==> src/source/eth_traffic_pkg.sv <==
// Ethernet traffic generator definitions

package eth_traffic_pkg;

    // ----------------------------------------
    // Sizes
    // ----------------------------------------
    localparam int NUM_CHANNEL   = 4;
    localparam int NUM_PAIR      = NUM_CHANNEL / 2;

    localparam int DATA_W        = 64;
    localparam int CSR_DATA_W    = 32;
    localparam int CSR_ADDR_W    = 8;

    // Address fields: pair, channel, register
    localparam int PAIR_SEL_W    = 4;
    localparam int REG_SEL_W     = 3;

    // Heartbeat divisor, sized for simulation
    localparam int HEARTBEAT_DIV = 125;
    localparam int HB_CNT_W      = $clog2(HEARTBEAT_DIV);

    // ----------------------------------------
    // Types
    // ----------------------------------------
    typedef logic [DATA_W-1:0]     data_word_t;
    typedef logic [CSR_DATA_W-1:0] csr_data_t;
    typedef logic [CSR_ADDR_W-1:0] csr_addr_t;
    typedef logic [15:0]           pkt_len_t;

    // Register offsets within one channel
    typedef enum logic [REG_SEL_W-1:0] {
        REG_CTRL      = 3'd0,
        REG_PKT_COUNT = 3'd1,
        REG_PKT_LEN   = 3'd2,
        REG_SEED      = 3'd3,
        REG_TX_COUNT  = 3'd4,
        REG_RX_GOOD   = 3'd5,
        REG_RX_BAD    = 3'd6
    } csr_reg_e;

    typedef enum logic {
        IDLE = 1'b0,
        SEND = 1'b1
    } gen_state_e;

endpackage

==> src/source/csr_address_decoder.sv <==
// CSR address decoder

`timescale 1ns/1ps

module csr_address_decoder (
    input  logic                                             clk_125,
    input  logic                                             rst_n,

    input  logic                                             csr_valid,
    input  logic                                             csr_write,
    input  eth_traffic_pkg::csr_addr_t                       csr_address,
    input  eth_traffic_pkg::csr_data_t                       csr_writedata,
    output logic                                             csr_ready,
    output logic                                             csr_rdata_valid,
    output eth_traffic_pkg::csr_data_t                       csr_readdata,

    output logic [eth_traffic_pkg::NUM_PAIR-1:0]             reg_wr,
    output logic [eth_traffic_pkg::NUM_PAIR-1:0]             reg_rd,
    output eth_traffic_pkg::csr_reg_e                        reg_sel,
    output logic                                             reg_channel,
    output eth_traffic_pkg::csr_data_t                       reg_wdata,
    input  eth_traffic_pkg::csr_data_t [eth_traffic_pkg::NUM_PAIR-1:0] reg_rdata
);

    import eth_traffic_pkg::*;

    logic                  accept;
    logic [PAIR_SEL_W-1:0] req_pair;
    logic                  req_channel;
    logic [REG_SEL_W-1:0]  req_reg;

    logic [PAIR_SEL_W-1:0] rd_pair_q;
    logic [1:0]            rd_pipe;
    csr_data_t             rd_mux;

    assign accept      = csr_valid && csr_ready;
    assign req_pair    = csr_address[CSR_ADDR_W-1 -: PAIR_SEL_W];
    assign req_channel = csr_address[REG_SEL_W];
    assign req_reg     = csr_address[REG_SEL_W-1:0];

    // Empty pair windows fall through to zero
    always_comb begin
        rd_mux = '0;
        for (int p = 0; p < NUM_PAIR; p++) begin
            if (rd_pair_q == PAIR_SEL_W'(p)) begin
                rd_mux = reg_rdata[p];
            end
        end
    end

    always_ff @(posedge clk_125 or negedge rst_n) begin
        if (!rst_n) begin
            csr_ready       <= 1'b1;
            csr_rdata_valid <= 1'b0;
            csr_readdata    <= '0;
            reg_wr          <= '0;
            reg_rd          <= '0;
            reg_sel         <= REG_CTRL;
            reg_channel     <= 1'b0;
            reg_wdata       <= '0;
            rd_pair_q       <= '0;
            rd_pipe         <= '0;
        end else begin
            reg_wr          <= '0;
            reg_rd          <= '0;
            rd_pipe         <= {rd_pipe[0], accept && !csr_write};
            csr_rdata_valid <= rd_pipe[1];

            // Read data is back from the pair, present it
            if (rd_pipe[1]) begin
                csr_readdata <= rd_mux;
                csr_ready    <= 1'b1;
            end

            if (accept) begin
                reg_sel     <= csr_reg_e'(req_reg);
                reg_channel <= req_channel;
                reg_wdata   <= csr_writedata;
                if (!csr_write) begin
                    csr_ready <= 1'b0;
                    rd_pair_q <= req_pair;
                end
                for (int p = 0; p < NUM_PAIR; p++) begin
                    if (req_pair == PAIR_SEL_W'(p)) begin
                        reg_wr[p] <= csr_write;
                        reg_rd[p] <= !csr_write;
                    end
                end
            end
        end
    end

endmodule

==> src/source/packet_generator.sv <==
// Patterned packet generator

`timescale 1ns/1ps

module packet_generator (
    input  logic                        clk_125,
    input  logic                        rst_n,

    input  logic                        start,
    input  eth_traffic_pkg::csr_data_t  pkt_count,
    input  eth_traffic_pkg::pkt_len_t   pkt_len,
    input  eth_traffic_pkg::csr_data_t  seed,

    input  logic                        tx_ready,
    output logic                        tx_valid,
    output logic                        tx_sop,
    output logic                        tx_eop,
    output eth_traffic_pkg::data_word_t tx_data,

    output eth_traffic_pkg::csr_data_t  tx_sent
);

    import eth_traffic_pkg::*;

    gen_state_e state;

    // Run parameters captured at start
    csr_data_t  count_q;
    pkt_len_t   len_q;
    csr_data_t  seed_q;

    // Position in packet and running index of the word on the bus
    pkt_len_t   pos;
    csr_data_t  word_idx;
    logic       last_word;

    // A zero length behaves like one
    assign last_word = (pos + 16'd1) >= len_q;

    assign tx_valid = (state == SEND);
    assign tx_sop   = (pos == '0);
    assign tx_eop   = last_word;
    assign tx_data  = {seed_q, word_idx};

    always_ff @(posedge clk_125 or negedge rst_n) begin
        if (!rst_n) begin
            state    <= IDLE;
            count_q  <= '0;
            len_q    <= '0;
            seed_q   <= '0;
            pos      <= '0;
            word_idx <= '0;
            tx_sent  <= '0;
        end else if (start) begin
            // Restart from the first word, also mid run
            state    <= (pkt_count != '0) ? SEND : IDLE;
            count_q  <= pkt_count;
            len_q    <= pkt_len;
            seed_q   <= seed;
            pos      <= '0;
            word_idx <= '0;
            tx_sent  <= '0;
        end else begin
            case (state)
                SEND: begin
                    if (tx_ready) begin
                        word_idx <= word_idx + 32'd1;
                        if (last_word) begin
                            pos     <= '0;
                            tx_sent <= tx_sent + 32'd1;
                            if (tx_sent + 32'd1 == count_q) begin
                                state <= IDLE;
                            end
                        end else begin
                            pos <= pos + 16'd1;
                        end
                    end
                end
                default: ;
            endcase
        end
    end

endmodule

==> src/source/packet_monitor.sv <==
// Received packet checker

`timescale 1ns/1ps

module packet_monitor (
    input  logic                        clk_125,
    input  logic                        rst_n,

    input  logic                        start,
    input  eth_traffic_pkg::pkt_len_t   pkt_len,
    input  eth_traffic_pkg::csr_data_t  seed,

    input  logic                        rx_valid,
    input  logic                        rx_sop,
    input  logic                        rx_eop,
    input  eth_traffic_pkg::data_word_t rx_data,

    output eth_traffic_pkg::csr_data_t  rx_good,
    output eth_traffic_pkg::csr_data_t  rx_bad
);

    import eth_traffic_pkg::*;

    pkt_len_t   len_q;
    csr_data_t  seed_q;

    csr_data_t  exp_idx;
    pkt_len_t   pos;
    logic       bad_acc;
    logic       hunt;

    data_word_t exp_word;
    logic       last_word;
    logic       word_err;

    assign exp_word  = {seed_q, exp_idx};
    assign last_word = (pos + 16'd1) >= len_q;

    // Wrong data, sop off position 0, eop off the last position
    assign word_err = (rx_data != exp_word)
                   || (rx_sop != (pos == '0))
                   || (rx_eop != last_word);

    always_ff @(posedge clk_125 or negedge rst_n) begin
        if (!rst_n) begin
            len_q   <= '0;
            seed_q  <= '0;
            exp_idx <= '0;
            pos     <= '0;
            bad_acc <= 1'b0;
            hunt    <= 1'b0;
            rx_good <= '0;
            rx_bad  <= '0;
        end else if (start) begin
            len_q   <= pkt_len;
            seed_q  <= seed;
            exp_idx <= '0;
            pos     <= '0;
            bad_acc <= 1'b0;
            hunt    <= 1'b0;
            rx_good <= '0;
            rx_bad  <= '0;
        end else if (rx_valid) begin
            // Index advances on every word, in sync or not
            exp_idx <= exp_idx + 32'd1;

            // Skip words until a sop after a bad packet
            if (!hunt || rx_sop) begin
                hunt <= 1'b0;
                if (rx_eop) begin
                    pos     <= '0;
                    bad_acc <= 1'b0;
                    if (bad_acc || word_err) begin
                        rx_bad <= rx_bad + 32'd1;
                        hunt   <= 1'b1;
                    end else begin
                        rx_good <= rx_good + 32'd1;
                    end
                end else begin
                    pos     <= pos + 16'd1;
                    bad_acc <= bad_acc || word_err;
                end
            end
        end
    end

endmodule

==> src/source/traffic_controller_pair.sv <==
// Traffic controller for one channel pair

`timescale 1ns/1ps

module traffic_controller_pair (
    input  logic                             clk_125,
    input  logic                             rst_n,

    input  logic                             reg_wr,
    input  logic                             reg_rd,
    input  eth_traffic_pkg::csr_reg_e        reg_sel,
    input  logic                             reg_channel,
    input  eth_traffic_pkg::csr_data_t       reg_wdata,
    output eth_traffic_pkg::csr_data_t       reg_rdata,

    output logic [1:0]                       tx_valid,
    output logic [1:0]                       tx_sop,
    output logic [1:0]                       tx_eop,
    output eth_traffic_pkg::data_word_t [1:0] tx_data,
    input  logic [1:0]                       tx_ready,

    input  logic [1:0]                       rx_valid,
    input  logic [1:0]                       rx_sop,
    input  logic [1:0]                       rx_eop,
    input  eth_traffic_pkg::data_word_t [1:0] rx_data
);

    import eth_traffic_pkg::*;

    csr_data_t [1:0] pkt_count_q;
    pkt_len_t  [1:0] pkt_len_q;
    csr_data_t [1:0] seed_q;
    logic      [1:0] start_q;

    csr_data_t [1:0] tx_sent;
    csr_data_t [1:0] rx_good;
    csr_data_t [1:0] rx_bad;

    // ----------------------------------------
    // Register writes and readback
    // ----------------------------------------
    always_ff @(posedge clk_125 or negedge rst_n) begin
        if (!rst_n) begin
            pkt_count_q <= '0;
            pkt_len_q   <= '0;
            seed_q      <= '0;
            start_q     <= '0;
            reg_rdata   <= '0;
        end else begin
            start_q <= '0;

            if (reg_wr) begin
                case (reg_sel)
                    REG_CTRL:      start_q[reg_channel]     <= reg_wdata[0];
                    REG_PKT_COUNT: pkt_count_q[reg_channel] <= reg_wdata;
                    REG_PKT_LEN:   pkt_len_q[reg_channel]   <= reg_wdata[15:0];
                    REG_SEED:      seed_q[reg_channel]      <= reg_wdata;
                    default:       ;
                endcase
            end

            if (reg_rd) begin
                case (reg_sel)
                    REG_PKT_COUNT: reg_rdata <= pkt_count_q[reg_channel];
                    REG_PKT_LEN:   reg_rdata <= csr_data_t'(pkt_len_q[reg_channel]);
                    REG_SEED:      reg_rdata <= seed_q[reg_channel];
                    REG_TX_COUNT:  reg_rdata <= tx_sent[reg_channel];
                    REG_RX_GOOD:   reg_rdata <= rx_good[reg_channel];
                    REG_RX_BAD:    reg_rdata <= rx_bad[reg_channel];
                    default:       reg_rdata <= '0;
                endcase
            end
        end
    end

    // ----------------------------------------
    // Per channel datapath
    // ----------------------------------------
    for (genvar ch = 0; ch < 2; ch++) begin : g_chan
        packet_generator u_gen (
            .clk_125   (clk_125),
            .rst_n     (rst_n),
            .start     (start_q[ch]),
            .pkt_count (pkt_count_q[ch]),
            .pkt_len   (pkt_len_q[ch]),
            .seed      (seed_q[ch]),
            .tx_ready  (tx_ready[ch]),
            .tx_valid  (tx_valid[ch]),
            .tx_sop    (tx_sop[ch]),
            .tx_eop    (tx_eop[ch]),
            .tx_data   (tx_data[ch]),
            .tx_sent   (tx_sent[ch])
        );

        packet_monitor u_mon (
            .clk_125  (clk_125),
            .rst_n    (rst_n),
            .start    (start_q[ch]),
            .pkt_len  (pkt_len_q[ch]),
            .seed     (seed_q[ch]),
            .rx_valid (rx_valid[ch]),
            .rx_sop   (rx_sop[ch]),
            .rx_eop   (rx_eop[ch]),
            .rx_data  (rx_data[ch]),
            .rx_good  (rx_good[ch]),
            .rx_bad   (rx_bad[ch])
        );
    end

endmodule

==> src/source/eth_traffic_top.sv <==
// Ethernet traffic generator top level

`timescale 1ns/1ps

module eth_traffic_top (
    input  logic                                                     clk_125,
    input  logic                                                     rst_n,

    // CSR port
    input  logic                                                     csr_valid,
    input  logic                                                     csr_write,
    input  eth_traffic_pkg::csr_addr_t                               csr_address,
    input  eth_traffic_pkg::csr_data_t                               csr_writedata,
    output logic                                                     csr_ready,
    output logic                                                     csr_rdata_valid,
    output eth_traffic_pkg::csr_data_t                               csr_readdata,

    // Transmit streams
    output logic [eth_traffic_pkg::NUM_CHANNEL-1:0]                  tx_valid,
    output logic [eth_traffic_pkg::NUM_CHANNEL-1:0]                  tx_sop,
    output logic [eth_traffic_pkg::NUM_CHANNEL-1:0]                  tx_eop,
    output eth_traffic_pkg::data_word_t [eth_traffic_pkg::NUM_CHANNEL-1:0] tx_data,
    input  logic [eth_traffic_pkg::NUM_CHANNEL-1:0]                  tx_ready,

    // Receive streams
    input  logic [eth_traffic_pkg::NUM_CHANNEL-1:0]                  rx_valid,
    input  logic [eth_traffic_pkg::NUM_CHANNEL-1:0]                  rx_sop,
    input  logic [eth_traffic_pkg::NUM_CHANNEL-1:0]                  rx_eop,
    input  eth_traffic_pkg::data_word_t [eth_traffic_pkg::NUM_CHANNEL-1:0] rx_data,

    output logic                                                     led_heartbeat
);

    import eth_traffic_pkg::*;

    logic [NUM_PAIR-1:0]      reg_wr;
    logic [NUM_PAIR-1:0]      reg_rd;
    csr_reg_e                 reg_sel;
    logic                     reg_channel;
    csr_data_t                reg_wdata;
    csr_data_t [NUM_PAIR-1:0] reg_rdata;

    logic [HB_CNT_W-1:0]      hb_cnt;

    // ----------------------------------------
    // Heartbeat
    // ----------------------------------------
    always_ff @(posedge clk_125 or negedge rst_n) begin
        if (!rst_n) begin
            hb_cnt        <= '0;
            led_heartbeat <= 1'b0;
        end else if (hb_cnt == HB_CNT_W'(HEARTBEAT_DIV - 1)) begin
            hb_cnt        <= '0;
            led_heartbeat <= ~led_heartbeat;
        end else begin
            hb_cnt <= hb_cnt + 1'b1;
        end
    end

    // ----------------------------------------
    // CSR decode
    // ----------------------------------------
    csr_address_decoder u_decoder (
        .clk_125         (clk_125),
        .rst_n           (rst_n),
        .csr_valid       (csr_valid),
        .csr_write       (csr_write),
        .csr_address     (csr_address),
        .csr_writedata   (csr_writedata),
        .csr_ready       (csr_ready),
        .csr_rdata_valid (csr_rdata_valid),
        .csr_readdata    (csr_readdata),
        .reg_wr          (reg_wr),
        .reg_rd          (reg_rd),
        .reg_sel         (reg_sel),
        .reg_channel     (reg_channel),
        .reg_wdata       (reg_wdata),
        .reg_rdata       (reg_rdata)
    );

    // Channels 2p and 2p+1 share pair p
    for (genvar p = 0; p < NUM_PAIR; p++) begin : g_pair
        traffic_controller_pair u_pair (
            .clk_125     (clk_125),
            .rst_n       (rst_n),
            .reg_wr      (reg_wr[p]),
            .reg_rd      (reg_rd[p]),
            .reg_sel     (reg_sel),
            .reg_channel (reg_channel),
            .reg_wdata   (reg_wdata),
            .reg_rdata   (reg_rdata[p]),
            .tx_valid    (tx_valid[2*p+1:2*p]),
            .tx_sop      (tx_sop[2*p+1:2*p]),
            .tx_eop      (tx_eop[2*p+1:2*p]),
            .tx_data     (tx_data[2*p+1:2*p]),
            .tx_ready    (tx_ready[2*p+1:2*p]),
            .rx_valid    (rx_valid[2*p+1:2*p]),
            .rx_sop      (rx_sop[2*p+1:2*p]),
            .rx_eop      (rx_eop[2*p+1:2*p]),
            .rx_data     (rx_data[2*p+1:2*p])
        );
    end

endmodule

==> config.mk <==
export PLATFORM = sky130hd
export DESIGN_NAME = eth_traffic_top
export DESIGN_NICKNAME = d
export VERILOG_FILES = /design/src/source/eth_traffic_pkg.sv /design/src/source/csr_address_decoder.sv /design/src/source/packet_generator.sv /design/src/source/packet_monitor.sv /design/src/source/traffic_controller_pair.sv /design/src/source/eth_traffic_top.sv
export SDC_FILE = /design/constraint.sdc
export NUM_CORES = 2
export LEC_CHECK = 0
export ABC_AREA = 1
export BUFFER_PORTS_ARGS = -buffer_cell sky130_fd_sc_hd__buf_2
export CORE_MARGIN = 2
export CORE_UTILIZATION = 30
export CTS_CLUSTER_DIAMETER = 200
export DETAILED_ROUTE_END_ITERATION = 7
export PLACE_DENSITY = 0.53
export SETUP_SLACK_MARGIN = 0.05
export SYNTH_ARGS = -nofsm -noshare
export SYNTH_HDL_FRONTEND = slang
export SYNTH_SLANG_ARGS = --single-unit
export TNS_END_PERCENT = 30
==> constraint.sdc <==
create_clock -name clk_125 -period 4.5 [get_ports clk_125]
set_input_delay 0.45 -clock clk_125 [delete_from_list [all_inputs] [get_ports clk_125]]
set_output_delay 0.45 -clock clk_125 [all_outputs]
set_load 0.02 [all_outputs]
**Yosys cells after proc, flatten, opt, wreduce, memory -nomap -nowiden**

Cells that the tools add are included.

- Add/sub/neg operators: 29
- Multipliers: 0
- Div/mod/pow operators: 0
- Magnitude comparators: 10
- Equality and inequality tests: 29
- Shift operators: 0
- Mux-type cells: 221
- Bitwise operators: 3
- Reduce and logical (&&, ||, !) cells: 94

Operators by type and width:

| operator | count |
|---|---|
| $mux W32 | 99 |
| $add A32 B1 Y32 const B | 20 |
| $mux W16 | 37 |
| $pmux W32 S6 | 2 |
| $bwmux W64 | 4 |
| $ne A64 B64 Y1 | 4 |
| $add A16 B1 Y16 const B | 8 |
| $eq A32 B32 Y1 | 4 |
| $ge A16 B16 Y1 | 8 |
| $logic_not A16 Y1 | 8 |
| $reduce_bool A32 Y1 | 4 |
| $mux W1 | 68 |
| $bwmux W32 | 2 |
| $reduce_bool A2 Y1 | 28 |
| $demux W32 S1 | 1 |
| $reduce_and A4 Y1 | 8 |
| $reduce_and A2 Y1 | 15 |
| $demux W16 S1 | 1 |
| $logic_or A1 B1 Y1 | 16 |
| $reduce_and A3 Y1 | 4 |
| $mux W2 | 5 |
| $eq A3 B3 Y1 const B | 3 |
| $eq A4 B1 Y1 const B | 2 |
| $logic_not A4 Y1 | 2 |
| other kinds (15) | 33 |

- Flip-flop bits (word level): 1576
- Bits in latches: 0
- Memory bits (writable): 0
- ROM bits: 0
- Bits of input ports: 316
- Output and inout bits: 303
- Logic and storage cells: 466
- Memories kept: 0

**Longest topological paths before layout**

- Word-level depth: 10
- Gate-level depth with buffers: 26

**Hierarchy**

From an unflattened synthesis, not the netlist that was laid out.

- Cell total of the unflattened synthesis: 14709
- Area, all modules: 102717.3 µm²

Modules (own cells, without submodules):

| module | instances | cells an instance | area an instance (µm²) | seq. area each (µm²) |
|---|---|---|---|---|
| packet_generator | 4 | 1232 | 9006.1 | 4028.9 |
| packet_monitor (g_pair[0].u_pair.g_chan[0].u_mon ...) | 3 | 1505 | 10303.6 | 4053.9 |
| packet_monitor (g_pair[1].u_pair.g_chan[1].u_mon) | 1 | 1584 | 10628.9 | 4053.9 |
| traffic_controller_pair (g_pair[1].u_pair) | 1 | 1597 | 10615.2 | 4854.7 |
| traffic_controller_pair (g_pair[0].u_pair) | 1 | 1594 | 10581.4 | 4854.7 |
| csr_address_decoder | 1 | 441 | 3545.9 | 2003.2 |
| eth_traffic_top | 1 | 50 | 410.4 | 200.2 |

**Worst setup path after synthesis**

No wires, ideal clock.

- Path type: reg2reg
- Start point: reg g_pair[0].u_pair.g_chan[1].u_gen.pos[2]
- End point: reg g_pair[0].u_pair.g_chan[1].u_gen.tx_sent[16]
- Setup time: 0.130 ns
- Arrival: 3.237 ns
- Data required time: 4.370 ns
- Setup slack: 1.133 ns
- Cell stages (with the launch flop): 20
- Path buffers: 2
- Period minus slack after synthesis: 3.367 ns
- Cells stage by stage: dfrtp_1 nand3_1 nor3_1 nand2_1 nor3_1 nand2_1 nor3_1 nand3_1 xor2_1 inv_1 ha_1 nand2_1 nor4_1 nand3_1 nand3_1 o21ai_2 inv_1 buf_2 clkbuf_1 o21ai_0

- Longest elaborated chain between the ends: 4

RTL lines:

| what | RTL line | text |
|---|---|---|
| start, declared | packet_generator.sv:33 | `pkt_len_t pos;` |
| start signal, assigned | packet_generator.sv:75 | `pos <= pos + 16'd1;` |
| $add A16 B1 Y16 | packet_generator.sv:38 | `assign last_word = (pos + 16'd1) >= len_q;` |
| $ge A16 B16 Y1 | packet_generator.sv:38 |  |
| net g_pair[0].u_pair.g_chan[1].u_gen.tx_eop | packet_generator.sv:17 | `output logic tx_eop,` |
| $reduce_bool A2 Y1 (no source line) | -- |  |
| $reduce_and A3 Y1 (no source line) | -- |  |
| end signal, assigned | packet_generator.sv:70 | `tx_sent <= tx_sent + 32'd1;` |
| end, declared | packet_generator.sv:20 | `output eth_traffic_pkg::csr_data_t tx_sent` |

The timed path passes the listed nets, and every way through them passes these cells.
A chain may end at the register's enable or synchronous reset.

**Worst setup path after layout**

- Start point: reg g_pair[1].u_pair.g_chan[1].u_gen.pos[0]
- End point: out tx_eop[3] (netlist name)

- Longest elaborated chain between the ends: 2

RTL lines:

| what | RTL line | text |
|---|---|---|
| start, declared | packet_generator.sv:33 |  |
| start signal, assigned | packet_generator.sv:75 |  |
| $add A16 B1 Y16 | packet_generator.sv:38 |  |
| $ge A16 B16 Y1 | packet_generator.sv:38 |  |
| end, declared | eth_traffic_top.sv:21 | `output logic [eth_traffic_pkg::NUM_CHANNEL-1:0] tx_eop,` |

No other way between the ends.

==> key figures <==
Run status
  – Status: finished, final reports clean

GRT
  – Total gr overflow: 0
  – First-pass GRT wire length: 574 mm
  – Vias in the first global route: 82,600
  – GRT Resource Usage Total: 24.4%
  – Largest net degree at the start of global routing: 176
  – Antenna violations before repair: 53

Yosys
  – Post-Synthesis Cell Area: 92,600 um^2
  – Seq cells post-synth: 1,576
  – Post-Synthesis Cells: 12,700
  – Syn_area_per_cell: 7.29 um^2
  – Synth Warn #: 0
  – Ys async rst share: 100%
  – Post-synth cell types: 64
  – Top FF cell, synth: dfrtp_1
  – Syn_nets: 13,200
  – EDFF count, synth: 0
  – Register area share after synthesis: 42.6%

Detailed routing
  – Post-route ant nets: 0
  – # DRC: 0
  – Vias per cell: 5.14
  – Wire per inst: 22.6 um
  – DR iter-0 viols: 10,200
  – DRT Pass-1 Iters: 8
  – DR vias: 89,900
  – WL final: 396 mm

Final layout
  – Util after Layout: 35.3%
  – Design Area, Final: 108,000 um^2
  – Layout cell share with drive strength beyond 1: 10.6%
  – FF+latch area: 39,500 um^2
  – Fillers: 32,900
  – Multi-input gate area: 45,700 um^2
  – Area delta synth->final: 16.7%
  – Commonest non-fill, non-tap cells in the layout: nand2_1, dfrtp_1, inv_1
  – Nets: 13,700
  – Commonest non-fill, non-tap cell in the layout: nand2_1

Min path
  – Hold path endpoint: g_pair[0].u_pair.g_chan[0].u_gen.word_idx[0]
  – Hold Path Origin: tx_ready[0]
  – Worst Hold Depth: 3
  – Worst min path class: primary input to register

Timing
  – Worst Tran Pin Value: 1270 ps
  – Final period util: 95.3%
  – Hold violation count in the final report: 0
  – Max_slew headroom: 15.2%
  – Max-slew violation count: 0
  – RSZ-0062 raised after global routing: yes
  – Min cycle time layout: 4290 ps
  – Setup Viol. Count Final: 0
  – Max frequency: 233 MHz
  – Skew final: 45.8 ps

Power
  – Power Density: 425 nW/um^2
  – Leakage: 50.7 nW
  – Total design power: 45.9 mW
  – VDD IR max: 0.358 mV

Clock tree
  – Clock buffer depth: 4
  – CTS tree: done
  – Worst-Skew Late Latency: 920 ps
  – Clk slew on worst S/H paths: 60 ps
  – Total CTS buffers: 200
  – CTS Root Cell: clkbuf_16
  – H-tree depth: 4
  – CTS Sinks: 1,576

Worst setup path
  – Crit path max fanout: 4
  – Required @ worst endpoint: 4050 ps
  – Crit path DAT: 3840 ps
  – CP Capture Type: primary output
  – RR Startpoint: g_pair[0].u_pair.g_chan[1].u_mon.pos[0]
  – CP Cell Sequence: nand3_2, nor2_4, nand3_2, nor3_4, nand3_2, nor3_4, nand3_1, xor2_1, inv_1, ha_1, nand2_1, inv_1, nand3_1, nor3_2, nand3_1, nand3_2, buf_4
  – Cell family with most CP delay: simple AND/OR/NAND/NOR gates
  – Worst Path Buf+Inv: 3
  – R2R cell count: 23
  – Slowest cell on crit path: dfrtp_1
  – Crit path largest cell delay: 440 ps
  – Worst setup path category: register to primary output
  – Worst setup SP type: register
  – Flop-to-flop setup slack: 410 ps
  – Worst path most repeated cell: nand3_2
  – RR Endpoint: g_pair[0].u_pair.g_chan[1].u_mon.rx_good[6]

Place
  – Port bufs: 618
  – Gpl congestion: 0.990
  – DP Area: 100,000 um^2
  – Detailed Place HPWL: 298 mm

Die
  – Die Ht: 559 um
  – Core Rows: 203
  – DIE AREA: 313,000 um^2
  – Top Ports: 619
  – Starting Density: 30.2%
  – Area of the core: 306,000 um^2
  – Die Wd: 559 um

Job
  – Total of max-cap violations: 0
==> power by group <==
| group | internal, mW | total (mW) | switching [mW] | leakage [nW] |
|---|---|---|---|---|
| clock network | 10.1 | 17.2 | 7.09 | 3.37 |
| registers | 15.3 | 17.0 | 1.63 | 21.5 |
| logic | 2.90 | 11.8 | 8.87 | 25.9 |
==> state kept, by name, indices dropped and copies added, names as in the netlist, 128 cells and up <==
signal / cells
g_pair.u_pair.g_chan.u_gen.count_q: 128
g_pair.u_pair.g_chan.u_gen.tx_sent: 128
g_pair.u_pair.g_chan.u_gen.word_idx: 128
g_pair.u_pair.g_chan.u_mon.exp_idx: 128
g_pair.u_pair.g_chan.u_mon.rx_bad: 128
g_pair.u_pair.g_chan.u_mon.rx_good: 128
g_pair.u_pair.pkt_count_q: 128
g_pair.u_pair.seed_q: 128
==> logic make-up after synthesis <==
logic type | Yosys count | share of synthesized area (%)
buffers and inverters | 2015 | 8.47
DFF | 1576 | 42.6
and+or+nand+nor | 6391 | 29.8
adders and majority gates | 166 | 2.24
muxes | 32 | 0.389
AOI/OAI and AO/OA | 2104 | 12.6
xor gates and xnor gates | 404 | 3.96
==> per-stage QoR <==
| stage | setup TNS [ps] | hold slack, ps | worst slack, ps | std cells |
|---|---|---|---|---|
| 2_1_floorplan | 0 | 154 | 1130 | 12700 |
| 6_report | 0 | 66.1 | 211 | 17500 |
| 3_5_place_dp | 0 | 340 | 302 | 17000 |
| 4_1_cts | 0 | 6.67 | 7.61 | 17400 |
| 3_3_place_gp | 0 | 340 | 399 | 17000 |
| 5_1_grt | -36.8 | 46.5 | -36.8 | 17500 |
==> how the worst max path moves through the flow <==
stage / start / end / depth (start not counted)
CTS: g_pair[1].u_pair.g_chan[1].u_gen.pos[2] / tx_eop[3] / 17
floorplan: g_pair[0].u_pair.g_chan[1].u_gen.pos[2] / g_pair[0].u_pair.g_chan[1].u_gen.tx_sent[16] / 19
global route: g_pair[1].u_pair.g_chan[0].u_gen.pos[0] / tx_eop[2] / 17
global placement: g_pair[0].u_pair.g_chan[1].u_mon.pos[0] / g_pair[0].u_pair.g_chan[1].u_mon.rx_good[17] / 23
detailed placement: g_pair[0].u_pair.g_chan[1].u_mon.pos[0] / g_pair[0].u_pair.g_chan[1].u_mon.rx_good[6] / 23
finish: g_pair[1].u_pair.g_chan[1].u_gen.pos[0] / tx_eop[3] / 17
==> final cells by class <==
type                       count  share of cell area, %
timing repair buffer         838                   4.83
clock buffer                 282                   5.34
inverter                    1484                   5.17
tap                         4100                   4.75
antenna                       37                 0.0857
sequential                  1576                   36.5
multi-input combinational   9097                   42.3
clock inverter                84                   1.04
==> what timing repair did <==
| action | in CTS | in global routing |
|---|---|---|
| hold endpoints to repair | 146 | 0 |
| setup endpoints to repair | 4 | 173 |
| gates resized for setup | 9 | 61 |
| buffers inserted | 0 | 17 |
| pin swaps | 0 | 29 |
| hold buffers | 50 | 0 |
| cloned | 0 | 0 |
==> worst reg2reg max path, stage by stage (launching register included) <==
cell     delay (ps)
dfrtp_1         410
ha_1            230
nand4_1         170
nor3_1          290
nand2_1          80
nor2_1          160
nand3_1         130
nor3_1          210
xor2_1          200
inv_1            60
ha_1            270
nand2_1          40
inv_1            60
nand3_1          90
nor3_1          240
nand3_1         140
nand4_1         120
nand2_1          90
nor2_4          260
buf_12          230
o21ai_2          80
buf_4           280
nand2_1         110
nand2_1          50
==> metal layers <==
metal  share of wire (%)  up-vias  track usage [%]  wire (um)
li1                    -    42700                -          -
met1                  46    43000             36.0     184000
met2                  41     3645             34.6     163000
met3                 8.7      519             5.38      34600
met4                 3.8       24             8.82      15000
met5               0.041        -                0        162
==> synthesized netlist by cell type (all sizes together) (152+ instances only) <==
| cell | n | area share, % |
|---|---|---|
| a21oi | 417 | 2.3 |
| buf | 166 | 0.97 |
| clkbuf | 365 | 1.5 |
| dfrtp | 1575 | 43 |
| ha | 166 | 2.2 |
| inv | 1476 | 6.0 |
| nand2 | 3693 | 15 |
| nand3 | 781 | 4.3 |
| nand4 | 340 | 2.3 |
| nor2 | 1017 | 4.4 |
| nor3 | 341 | 2.1 |
| o21ai | 1230 | 6.7 |
| o22ai | 152 | 1.0 |
| xor2 | 326 | 3.1 |
No activity file was read; power rests on OpenSTA's default activity.
